### config.mk
export PLATFORM = sky130hd
export DESIGN_NAME = fcvtUnit
export DESIGN_NICKNAME = d
export VERILOG_FILES = /design/src/hdl/fcvtPkg.sv /design/src/hdl/fcvtUnit.sv /design/src/hdl/fcvtMerge.sv /design/src/hdl/fcvtdq.sv /design/src/hdl/fcvtsq.sv /design/src/hdl/fpDecomp.sv
export SDC_FILE = /design/constraint.sdc
export NUM_CORES = 1
export LEC_CHECK = 0
export ABC_AREA = 1
export ABC_CLOCK_PERIOD_IN_PS = 8000
export BUFFER_PORTS_ARGS = -buffer_cell sky130_fd_sc_hd__buf_2
export CAP_MARGIN = 20
export CORE_MARGIN = 2
export CORE_UTILIZATION = 45
export CTS_BUF_LIST = sky130_fd_sc_hd__clkbuf_2
export DETAILED_ROUTE_END_ITERATION = 8
export HOLD_SLACK_MARGIN = 0.03
export REMOVE_ABC_BUFFERS = 1
export SKIP_CTS_REPAIR_TIMING = 1
export SYNTH_ARGS = -nofsm -noshare
export SYNTH_HDL_FRONTEND = slang
export SYNTH_HIERARCHICAL = 1
export SYNTH_SLANG_ARGS = --single-unit
### constraint.sdc
create_clock -name clk -period 8 [get_ports clk]
set_clock_uncertainty 0.15 [all_clocks]
set_input_delay 1.6 -clock clk [delete_from_list [all_inputs] [get_ports clk]]
set_output_delay 1.6 -clock clk [all_outputs]
set_load 0.1 [all_outputs]
### src/hdl/fcvtPkg.sv
/*
 * Float widening package
 * field widths, exponent rebias constants, credit depths and the
 * vector types shared by the widening converters and the merge stage
 */
package fcvtPkg;

    // ======================================================================
    // IEEE 754 field widths
    // ======================================================================
    localparam int SGL_EXP_BITS   = 8;
    localparam int SGL_FRAC_BITS  = 23;
    localparam int DBL_EXP_BITS   = 11;
    localparam int DBL_FRAC_BITS  = 52;
    localparam int QUAD_EXP_BITS  = 15;
    localparam int QUAD_FRAC_BITS = 112;

    // quad bias 16383 minus single bias 127
    localparam int SGL_TO_QUAD_BIAS = 16256;
    // quad bias 16383 minus double bias 1023
    localparam int DBL_TO_QUAD_BIAS = 15360;

    // ======================================================================
    // flow control
    // ======================================================================
    // result queue entries, also upstream credits after reset
    localparam int QUEUE_DEPTH  = 4;
    // consumer buffer slots, also downstream credits after reset
    localparam int SINK_CREDITS = 4;

    // ======================================================================
    // types
    // ======================================================================
    typedef logic [127:0] quadT;
    // single operand lives in the low 32 bits
    typedef logic [63:0]  operandT;
    // holds 0 to 4 inclusive
    typedef logic [2:0]   creditT;
    // queue index, depth is a power of two so pointers wrap on their own
    typedef logic [$clog2(QUEUE_DEPTH)-1:0] qPtrT;

    // source format tag carried with every operand
    typedef enum logic
    {
        fmtSingle = 1'b0,
        fmtDouble = 1'b1
    } fmtT;

endpackage
### src/hdl/fcvtUnit.sv
`timescale 1ns/100ps
/*
 * Float widening unit, top level
 * single and double converters run in parallel on every operand
 * and the merge stage keeps the one named by the tag
 */
module fcvtUnit import fcvtPkg::*; (
    input  logic    clk,
    input  logic    rstN,
    input  logic    inValid,
    input  fmtT     inFmt,
    input  operandT inOperand,
    output logic    inCredit,
    output logic    outValid,
    output quadT    outResult,
    input  logic    outCredit
);

    // converter outputs, both valid every cycle
    quadT sglQuad;
    quadT dblQuad;

    // low word as binary32
    fcvtsq uSgl (
        .a (inOperand),
        .o (sglQuad)
    );

    // full word as binary64
    fcvtdq uDbl (
        .a (inOperand),
        .o (dblQuad)
    );

    // tag select, result queue, credit flow
    fcvtMerge uMerge (
        .clk       (clk),
        .rstN      (rstN),
        .inValid   (inValid),
        .inFmt     (inFmt),
        .sglQuad   (sglQuad),
        .dblQuad   (dblQuad),
        .inCredit  (inCredit),
        .outValid  (outValid),
        .outResult (outResult),
        .outCredit (outCredit)
    );

endmodule

### src/hdl/fcvtMerge.sv
`timescale 1ns/100ps
/*
 * Widening merge stage
 * picks the converter result named by the format tag, holds it in a
 * small result queue and runs credit flow on both sides
 */
module fcvtMerge import fcvtPkg::*; (
    input  logic clk,
    input  logic rstN,
    input  logic inValid,
    input  fmtT  inFmt,
    input  quadT sglQuad,
    input  quadT dblQuad,
    output logic inCredit,
    output logic outValid,
    output quadT outResult,
    input  logic outCredit
);

    // result storage, payload only
    quadT   queueMem [QUEUE_DEPTH];
    qPtrT   wrPtr;
    qPtrT   rdPtr;
    // entries currently held
    creditT occCount;
    // free slots in the consumer buffer
    creditT sinkCredit;
    quadT   selQuad;
    logic   queueFull;
    logic   queueEmpty;
    logic   push;
    logic   pop;

    // ======================================================================
    // format select and queue status
    // ======================================================================
    assign selQuad    = (inFmt == fmtDouble) ? dblQuad : sglQuad;
    assign queueFull  = (occCount == creditT'(QUEUE_DEPTH));
    assign queueEmpty = (occCount == '0);

    // upstream credits keep a valid off a full queue
    // the full check only guards the storage
    assign push = inValid && !queueFull;
    // issue needs a queued result and a free slot downstream
    assign pop  = !queueEmpty && (sinkCredit != '0);

    assign outValid  = pop;
    assign outResult = queueMem[rdPtr];
    // freed entry goes straight back upstream as a credit
    assign inCredit  = pop;

    // ======================================================================
    // queue storage
    // ======================================================================
    // written at the accepting edge, readable the next cycle
    always_ff @(posedge clk)
    begin
        if (push)
            queueMem[wrPtr] <= selQuad;
    end

    // pointers and occupancy
    always_ff @(posedge clk)
    begin
        if (!rstN)
        begin
            wrPtr    <= '0;
            rdPtr    <= '0;
            occCount <= '0;
        end
        else
        begin
            if (push)
                wrPtr <= wrPtr + 1'b1;
            if (pop)
                rdPtr <= rdPtr + 1'b1;
            case ({push, pop})
                2'b10:   occCount <= occCount + 1'b1;
                2'b01:   occCount <= occCount - 1'b1;
                default: occCount <= occCount;
            endcase
        end
    end

    // ======================================================================
    // downstream credit counter
    // ======================================================================
    // issue spends a slot, outCredit returns one, both may land together
    always_ff @(posedge clk)
    begin
        if (!rstN)
            sinkCredit <= creditT'(SINK_CREDITS);
        else
        begin
            case ({pop, outCredit})
                2'b10:   sinkCredit <= sinkCredit - 1'b1;
                2'b01:   sinkCredit <= sinkCredit + 1'b1;
                default: sinkCredit <= sinkCredit;
            endcase
        end
    end

endmodule

### src/hdl/fcvtdq.sv
`timescale 1ns/100ps
/*
 * Double to quad widening converter
 * combinational, exact, same class rules as the single path
 */
module fcvtdq import fcvtPkg::*; (
    input  operandT a,
    output quadT    o
);

    logic                                 sgn;
    logic [DBL_EXP_BITS-1:0]              expIn;
    logic [DBL_FRAC_BITS-1:0]             manIn;
    logic                                 isZero;
    logic                                 isSub;
    logic                                 isInf;
    logic                                 isNan;
    logic [$clog2(DBL_FRAC_BITS)-1:0]     lz;
    logic [DBL_FRAC_BITS-1:0]             manNorm;

    // full 64-bit operand
    fpDecomp #(.WID(64)) uDecomp (
        .i      (a),
        .sgn    (sgn),
        .exp    (expIn),
        .man    (manIn),
        .isZero (isZero),
        .isSub  (isSub),
        .isInf  (isInf),
        .isNan  (isNan)
    );

    // leading zero count over the 52-bit fraction
    // last hit in the upward scan is the most significant one
    always_comb
    begin
        lz = '0;
        for (int b = 0; b < DBL_FRAC_BITS; b++)
        begin
            if (manIn[b])
                lz = ($clog2(DBL_FRAC_BITS))'(DBL_FRAC_BITS - 1 - b);
        end
    end

    // drop the leading one, remaining bits become the quad fraction
    assign manNorm = manIn << (lz + 1'b1);

    always_comb
    begin
        o = '0;
        o[QUAD_EXP_BITS + QUAD_FRAC_BITS] = sgn;
        if (isNan)
        begin
            // payload kept, top fraction bit marks it quiet
            o[QUAD_FRAC_BITS +: QUAD_EXP_BITS]        = '1;
            o[QUAD_FRAC_BITS-1 -: DBL_FRAC_BITS]      = manIn;
            o[QUAD_FRAC_BITS-1]                       = 1'b1;
        end
        else if (isInf)
            o[QUAD_FRAC_BITS +: QUAD_EXP_BITS] = '1;
        else if (isSub)
        begin
            // 1.f * 2^(-1023-lz) lands well inside the quad range
            o[QUAD_FRAC_BITS +: QUAD_EXP_BITS] =
                QUAD_EXP_BITS'(DBL_TO_QUAD_BIAS) - QUAD_EXP_BITS'(lz);
            o[QUAD_FRAC_BITS-1 -: DBL_FRAC_BITS] = manNorm;
        end
        else if (!isZero)
        begin
            // rebias, fraction goes to the top of the field
            o[QUAD_FRAC_BITS +: QUAD_EXP_BITS] =
                QUAD_EXP_BITS'(expIn) + QUAD_EXP_BITS'(DBL_TO_QUAD_BIAS);
            o[QUAD_FRAC_BITS-1 -: DBL_FRAC_BITS] = manIn;
        end
    end

endmodule

### src/hdl/fcvtsq.sv
`timescale 1ns/100ps
/*
 * Single to quad widening converter
 * combinational, exact, normalizes subnormals and quiets NaNs
 */
module fcvtsq import fcvtPkg::*; (
    input  operandT a,
    output quadT    o
);

    logic                                 sgn;
    logic [SGL_EXP_BITS-1:0]              expIn;
    logic [SGL_FRAC_BITS-1:0]             manIn;
    logic                                 isZero;
    logic                                 isSub;
    logic                                 isInf;
    logic                                 isNan;
    logic [$clog2(SGL_FRAC_BITS)-1:0]     lz;
    logic [SGL_FRAC_BITS-1:0]             manNorm;

    // binary32 sits in the low word
    fpDecomp #(.WID(32)) uDecomp (
        .i      (a[31:0]),
        .sgn    (sgn),
        .exp    (expIn),
        .man    (manIn),
        .isZero (isZero),
        .isSub  (isSub),
        .isInf  (isInf),
        .isNan  (isNan)
    );

    // leading zero count over the fraction
    // scan upward so the highest set bit is the last one assigned
    always_comb
    begin
        lz = '0;
        for (int b = 0; b < SGL_FRAC_BITS; b++)
        begin
            if (manIn[b])
                lz = ($clog2(SGL_FRAC_BITS))'(SGL_FRAC_BITS - 1 - b);
        end
    end

    // move the leading one out of the field, it becomes the hidden bit
    assign manNorm = manIn << (lz + 1'b1);

    always_comb
    begin
        o = '0;
        o[QUAD_EXP_BITS + QUAD_FRAC_BITS] = sgn;
        if (isNan)
        begin
            // keep payload, force quiet bit
            o[QUAD_FRAC_BITS +: QUAD_EXP_BITS]        = '1;
            o[QUAD_FRAC_BITS-1 -: SGL_FRAC_BITS]      = manIn;
            o[QUAD_FRAC_BITS-1]                       = 1'b1;
        end
        else if (isInf)
            o[QUAD_FRAC_BITS +: QUAD_EXP_BITS] = '1;
        else if (isSub)
        begin
            // value 1.f * 2^(-127-lz) is normal in quad
            o[QUAD_FRAC_BITS +: QUAD_EXP_BITS] =
                QUAD_EXP_BITS'(SGL_TO_QUAD_BIAS) - QUAD_EXP_BITS'(lz);
            o[QUAD_FRAC_BITS-1 -: SGL_FRAC_BITS] = manNorm;
        end
        else if (!isZero)
        begin
            // normal operand, rebias and left-align fraction
            o[QUAD_FRAC_BITS +: QUAD_EXP_BITS] =
                QUAD_EXP_BITS'(expIn) + QUAD_EXP_BITS'(SGL_TO_QUAD_BIAS);
            o[QUAD_FRAC_BITS-1 -: SGL_FRAC_BITS] = manIn;
        end
    end

endmodule

### src/hdl/fpDecomp.sv
`timescale 1ns/100ps
/*
 * IEEE 754 operand decomposer
 * splits a binary32 or binary64 word into sign, biased exponent and
 * fraction, and flags zero, subnormal, infinity and NaN
 */
module fpDecomp #(
    parameter int WID = 32,
    // field widths follow from the container width
    localparam int EXP_BITS  = (WID == 64) ? 11 : 8,
    localparam int FRAC_BITS = (WID == 64) ? 52 : 23
) (
    input  logic [WID-1:0]       i,
    output logic                 sgn,
    output logic [EXP_BITS-1:0]  exp,
    output logic [FRAC_BITS-1:0] man,
    output logic                 isZero,
    output logic                 isSub,
    output logic                 isInf,
    output logic                 isNan
);

    logic expAllZero;
    logic expAllOnes;
    logic manZero;

    // field split
    // sign on top, exponent next, fraction in the low bits
    assign sgn = i[WID-1];
    assign exp = i[WID-2 -: EXP_BITS];
    assign man = i[FRAC_BITS-1:0];

    // exponent extremes select the special classes
    assign expAllZero = ~|exp;
    assign expAllOnes = &exp;
    assign manZero    = ~|man;

    // ======================================================================
    // class decode
    // ======================================================================
    // zero exponent, zero fraction
    assign isZero = expAllZero & manZero;
    // zero exponent, something in the fraction
    assign isSub  = expAllZero & ~manZero;
    // saturated exponent, empty fraction
    assign isInf  = expAllOnes & manZero;
    // saturated exponent with payload, quiet or signaling alike
    assign isNan  = expAllOnes & ~manZero;

endmodule

# --- After elaboration in Yosys (flattened, before gate mapping) ---
# Memories as Yosys holds them, arrays and structs flattened. A register that Yosys moved wholly into a read port is not among the register bits.
# Index checks and enable logic that the tools add are counted.
word_totals:
  register_bits: 10
  mem_bits_rw: 512
  input_bits: 69
  word_cells: 142
  mem_count: 1
memory_table:
  columns: ["name", "depth", "width", "rd", "rd_ports_with_merged_regs", "write_ports", "line", "rtl"]
  rows:
  - ["uMerge.queueMem", 4, 128, 1, 1, 1, "fcvtMerge.sv:21", "quadT queueMem [QUEUE_DEPTH];"]
classes:
  n_addsub: 12
  n_eq_ne: 5
  shifts: 2
  mux: 92
  bitwise_logic: 8
  reduce_logical: 18
op_table:
  columns: ["cell", "n"]
  rows:
  - ["6-bit two-way mux", 52]
  - ["67-bit two-way mux", 3]
  - ["128-bit two-way mux", 1]
  - ["5-bit two-way mux", 23]
  - ["38-bit two-way mux", 3]
  - ["52-bit two-way mux", 1]
  - ["52-bit OR reduction", 1]
  - ["52-bit by 6-bit left shift with 52-bit output", 1]
  - ["15-bit two-way mux", 2]
  - ["23-bit two-way mux", 1]
  - ["23-bit OR reduction", 1]
  - ["23-bit by 5-bit left shift with 23-bit output", 1]
  - ["11-bit by 14-bit adder with 15-bit output, second input constant", 1]
  - ["8-bit by 14-bit adder with 15-bit output, second input constant", 1]
  - ["14-bit by 5-bit subtractor with 15-bit output, first input constant", 1]
  - ["14-bit by 6-bit subtractor with 15-bit output, first input constant", 1]
  - ["3-bit one-hot mux with 2 select lines", 2]
  - ["11-bit AND reduction", 1]
  - ["11-bit OR reduction", 1]
  - ["1-bit AND", 8]
  - ["8-bit AND reduction", 1]
  - ["8-bit OR reduction", 1]
  - ["3-bit by 1-bit adder with 3-bit output, second input constant", 2]
  - ["6-bit by 1-bit adder with 6-bit output, second input constant", 1]
  - ["13 further kinds", 26]

# --- Depth between registers and ports, before layout ---
logic_depth:
  depth_word: 58
  ltp_mapped: 70
  mapped_depth_nobuf: 66

# --- Hierarchy ---
# Netlist, hierarchy kept.
by_module_without_submodules:
  columns: ["mod", "instances", "cells_each", "area_per_inst_um2"]
  rows:
  - ["fcvtMerge", 1, 1470, 21295.4]
  - ["fcvtdq", 1, 1234, 5799.3]
  - ["fcvtsq", 1, 552, 2866.5]
  - ["fpDecomp (uDbl.uDecomp)", 1, 130, 768.2]
  - ["fpDecomp (uSgl.uDecomp)", 1, 72, 409.1]

# --- Worst setup path before layout ---
# Ideal clock, no wire load.
synth_timing:
  path_type: "in2reg"
  start: "in inValid"
  end: "mem uMerge/queueMem[0][0] in the netlist's numbering, enable pin"
  setup_time_ns: 0.617
  arrival_ns: 7.065
  required_time_ns: 7.233
  setup_slack_ns: 0.167
  stages: 2
  path_buffers: 0
  path_cell_list: "nand2_1 -> nor2_1"
synth_via:
  elab_chain_cells: 3
synth_lines:
  columns: ["item", "line", "rtl"]
  rows:
  - ["start: declaration", "fcvtUnit.sv:10", "input logic inValid,"]
  - ["1-bit logical AND", "fcvtMerge.sv:43", "assign push = inValid && !queueFull;"]
  - ["1-bit two-way mux", "fcvtMerge.sv:58", "if (push)"]
  - ["1-bit two-way mux (implied by the code)", "fcvtMerge.sv:59", "queueMem[wrPtr] <= selQuad;"]
  - ["end: declaration", "fcvtMerge.sv:21", null]
# Every way passes these cells.

# --- Final worst setup path ---
layout_timing:
  start: "in inOperand[1]"
  end: "mem uMerge/queueMem[3][74] in the netlist's numbering (data pin)"
layout_via:
  elab_chain_cells: 57
  elab_cells_between_ends: 64
layout_lines:
  columns: ["item", "line", "rtl"]
  rows:
  - ["start: declaration", "fcvtUnit.sv:12", "input operandT inOperand,"]
  - ["6-bit two-way mux (51 in a row)", "fcvtdq.sv:40", "if (manIn[b])"]
  - ["6-bit by 1-bit adder with 6-bit output", "fcvtdq.sv:46", "assign manNorm = manIn << (lz + 1'b1);"]
  - ["52-bit by 6-bit left shift with 52-bit output", "fcvtdq.sv:46", null]
  - ["67-bit two-way mux", "fcvtdq.sv:61", "else if (isSub)"]
  - ["52-bit two-way mux", "fcvtdq.sv:59", "else if (isInf)"]
  - ["67-bit two-way mux *", "fcvtdq.sv:52", "if (isNan)"]
  - ["named net dblQuad[74]", "fcvtUnit.sv:21", "quadT dblQuad;"]
  - ["128-bit two-way mux *", "fcvtMerge.sv:37", "assign selQuad = (inFmt == fmtDouble) ? dblQuad : sglQuad;"]
  - ["named net uMerge.selQuad[74]", "fcvtMerge.sv:28", "quadT selQuad;"]
# The timed path passes the listed nets; every way through them passes the cells marked *.

==> run_results.csv <==
group,metric,value,unit
drt,drtIter0Drc,2675,
placement,hpwl,62000,um
drt,dr.pass1.iters,9,
drt,route.detailed.wl_per_inst,20.9,um
synth,synth_ff_type,"edfxtp_1",
power_and_ir_drop,power_switching_share,56.9,%
cts,ctsLongestPathBuffers,3,
power_and_ir_drop,irDropWorstVdd,446,uV
cts,cts_tree,"done",
power_and_ir_drop,powerDensity,358,mW/mm^2
drt,drc,0,
drt,antenna_left,0,
timing,min_period,6.66,ns
floorplanning,die_x,267,um
setup_path,slowest_stage,"o31ai_1",
synth,ys_seq_elements,524,
power_and_ir_drop,comb_power_share,54.9,%
drt,drt_wl_total,96000,um
min_path,hp-class,"reg2reg",
global_route,globalRouteTotalUtil,26.7,%
layout,fill_cells,6797,
synth,syn_area,0.0311,sq mm
placement,gp_congestion,1.02,
synth,synth.top_cell.area_share,49.4,%
cts,clkSlewWorstSetupHoldPaths,0.09,ns
timing,tightest_slew,1.04,ns
setup_path,worstSetupPathType,"in2reg",
synth,synthTopCellsByArea,"edfxtp_1, nand3_1, nand2_1",
cts,cts_max_level,4,
timing,finalCritPeriodShare,83.3,%
synth,syn_area_per_cell,9.00,sq um
global_route,grt_start_max_net_pins,129,
power_and_ir_drop,seqPwrFrac,29.5,%
floorplanning,die_y,267,um
synth,syn-instance-count,3458,
synth,yosys_warnings,6,
timing,tns,0,ns
global_route,antenna_found_initial,9,
power_and_ir_drop,p_switching,6.65,mW
timing,final_max_slew_viol_count,0,
floorplanning,dieArea,0.0713,sq mm
cts,numCtsBuffers,139,
drt,viasPerCell,5.57,
power_and_ir_drop,power_frac_clock,15.7,%
floorplanning,core-area,0.0686,sq mm
setup_path,worstSetupEndpointType,"flop",
synth,yosysTopAreaCell,"edfxtp_1",
global_route,grt_pass1_wl,143000,um
timing,setup_violations,0,
global_route,grt_pass1_vias,23900,
floorplanning,initial_utilization,45.4,%
outcome,status,"finished clean",
cts,clock-sinks,524,
power_and_ir_drop,p_leak,13.0,nW
power_and_ir_drop,p_int,5.04,mW
timing,maxSlewHeadroom,30.1,%
timing,rsz0062_at_grt,"false",
placement,port_buffers,198,
layout,drive_above_1_share,16.2,%
synth,synth_cell_types,55,
floorplanning,rows,96,
setup_path,r2r_cells,6,
min_path,hold_depth,2,
setup_path,reg2reg_slack,4.89,ns
setup_path,crit_path_start_kind,"input pin",
drt,vias,25600,
floorplanning,ioPinCount,199,
cts,cts-root-buf,"clkbuf_2",
power_and_ir_drop,power.total,11.7,mW
setup_path,critical_path_arrival,7.67,ns
setup_path,crit_required,9.01,ns
synth,seq_area_frac_synth,50.1,%
synth,synth-edff-count,512,
global_route,gr-total-overflow,0,
timing,finalHoldViolations,0,
cts,clk_latency,1.30,ns
synth,synth-async-reset-ratio,0,%
timing,fmax,150,MHz
setup_path,crit_top_cell,"nand2_1",
layout,syn_to_final_growth,5.02,%
setup_path,slowest_delay,0.84,ns
layout,nets,3630,
run,cap_violations,0,
setup_path,crit_fanout,64,
-- stage by stage --
step | worst slack [ns] | hold WS [ns] | std cells | util, % | cell area [sq um]
5_1_grt | 1.10 | 0.281 | 4584 | 47.7 | 32700
3_3_place_gp | 0.165 | 0.308 | 4338 | 45.8 | 31400
3_5_place_dp | 0.321 | 0.317 | 4338 | 45.8 | 31400
4_1_cts | 1.78 | 0.218 | 4578 | 47.6 | 32700
2_1_floorplan | -1.51 | 0.294 | 3146 | - | 28600
6_report | 1.34 | 0.323 | 4586 | 47.7 | 32700
-- placed cells by master (no fill, tap or decap), types with 11 or more instances in the layout --
| master | n |
|---|---|
| o21ai_0 | 191 |
| nor2_2 | 17 |
| clkbuf_2 | 185 |
| inv_1 | 139 |
| o31ai_1 | 13 |
| nand2_1 | 611 |
| buf_4 | 57 |
| nor3_1 | 38 |
| o21ai_1 | 129 |
| o211ai_1 | 27 |
| edfxtp_1 | 512 |
| nand3_1 | 485 |
| buf_2 | 197 |
| nor2_1 | 371 |
| o22ai_1 | 109 |
| a21oi_1 | 77 |
| inv_2 | 12 |
| mux2_2 | 44 |
| o22ai_2 | 20 |
| nand4_1 | 20 |
| mux2_1 | 84 |
| nor4_1 | 11 |
| conb_1 | 149 |
| clkinv_1 | 36 |
-- routing by layer --
metal / up-vias / GRT usage, % / share of wire [%]
li1: 12000 / - / -
met5: - / 0 / 0.014
met2: 1226 / 42.1 / 46
met1: 12100 / 35.0 / 42
met4: 2 / 11.8 / 4.2
met3: 210 / 6.35 / 8.7
-- layout make-up --
type | instances | area [sq um] | area share (%)
Tap cell | 931 | 1160 | 3.56
Timing Repair Buffer | 262 | 1570 | 4.79
Sequential cell | 524 | 15600 | 47.8
Multi-Input combinational cell | 2468 | 12500 | 38.2
Inverter | 154 | 588 | 1.80
Clock inverter | 55 | 322 | 0.983
Clock buffer | 185 | 926 | 2.83
Antenna cell | 7 | 17.5 | 0.0536
-- cell families after synthesis --
group | after synthesis | share of synthesized area [%]
AND/OR/NAND/NOR | 1582 | 21.9
buffers and inverters | 613 | 11.6
AO/OA/AOI/OAI | 593 | 11.0
flip-flops | 524 | 50.1
multiplexers | 128 | 4.63
adder cells (fa/ha/maj) | 12 | 0.530
XOR/XNOR | 4 | 0.113
other | 2 | 0.0241
-- registers in the layout, indices dropped and copies added (netlist names), named ones only --
signal and count:
uMerge/rdPtr 2, uMerge/occCount 3, uMerge/queueMem 512, uMerge/wrPtr 2
uMerge/sinkCredit 3
-- synth_stat cells, types with 8 or more instances --
master and n:
o21ai_0 191, nor3_1 38, o31ai_1 13, o21ai_1 129
nand2_2 9, nor2_2 16, nand2_1 612, inv_2 10
inv_1 139, edfxtp_1 512, o221ai_1 10, o211ai_1 27
buf_1 8, nor2_1 376, mux2_1 84, clkbuf_1 101
nor4_1 11, nand4_1 20, buf_6 22, ha_1 10
a21oi_1 78, o22ai_2 20, buf_4 272, dfxtp_1 12
mux2_2 44, o22ai_1 109, buf_2 50, nand3_1 485
-- critical path, delay by kind of cell --
kind            cells  cell delay [ns]
mux                 1             0.31
simple gates       52             3.78
buf+inv             4             0.96
compound gates      2             0.93
-- power by group through the flow --
stage / clock [mW] / sequential (mW) / combinational, mW
2_1_floorplan: 0 / 3.60 / 5.06
3_3_place_gp: 0 / 3.50 / 6.43
3_5_place_dp: 0 / 3.51 / 6.44
4_1_cts: 1.92 / 3.45 / 6.45
5_1_grt: 2.06 / 3.47 / 6.73
6_report: 1.83 / 3.44 / 6.42
-- worst paths after layout --
kind / startpoint / end
worst max-delay path: inOperand[1] / uMerge/queueMem[3][74]$_DFFE_PP_
worst max register to register: uMerge/occCount[0]$_SDFFE_PN0P_ / uMerge/queueMem[3][68]$_DFFE_PP_
worst min-delay path: uMerge/sinkCredit[2]$_SDFFE_PN1P_ / uMerge/sinkCredit[2]$_SDFFE_PN1P_
worst min register to register: uMerge/sinkCredit[2]$_SDFFE_PN1P_ / uMerge/sinkCredit[2]$_SDFFE_PN1P_
(Power assumes the default switching activity.)
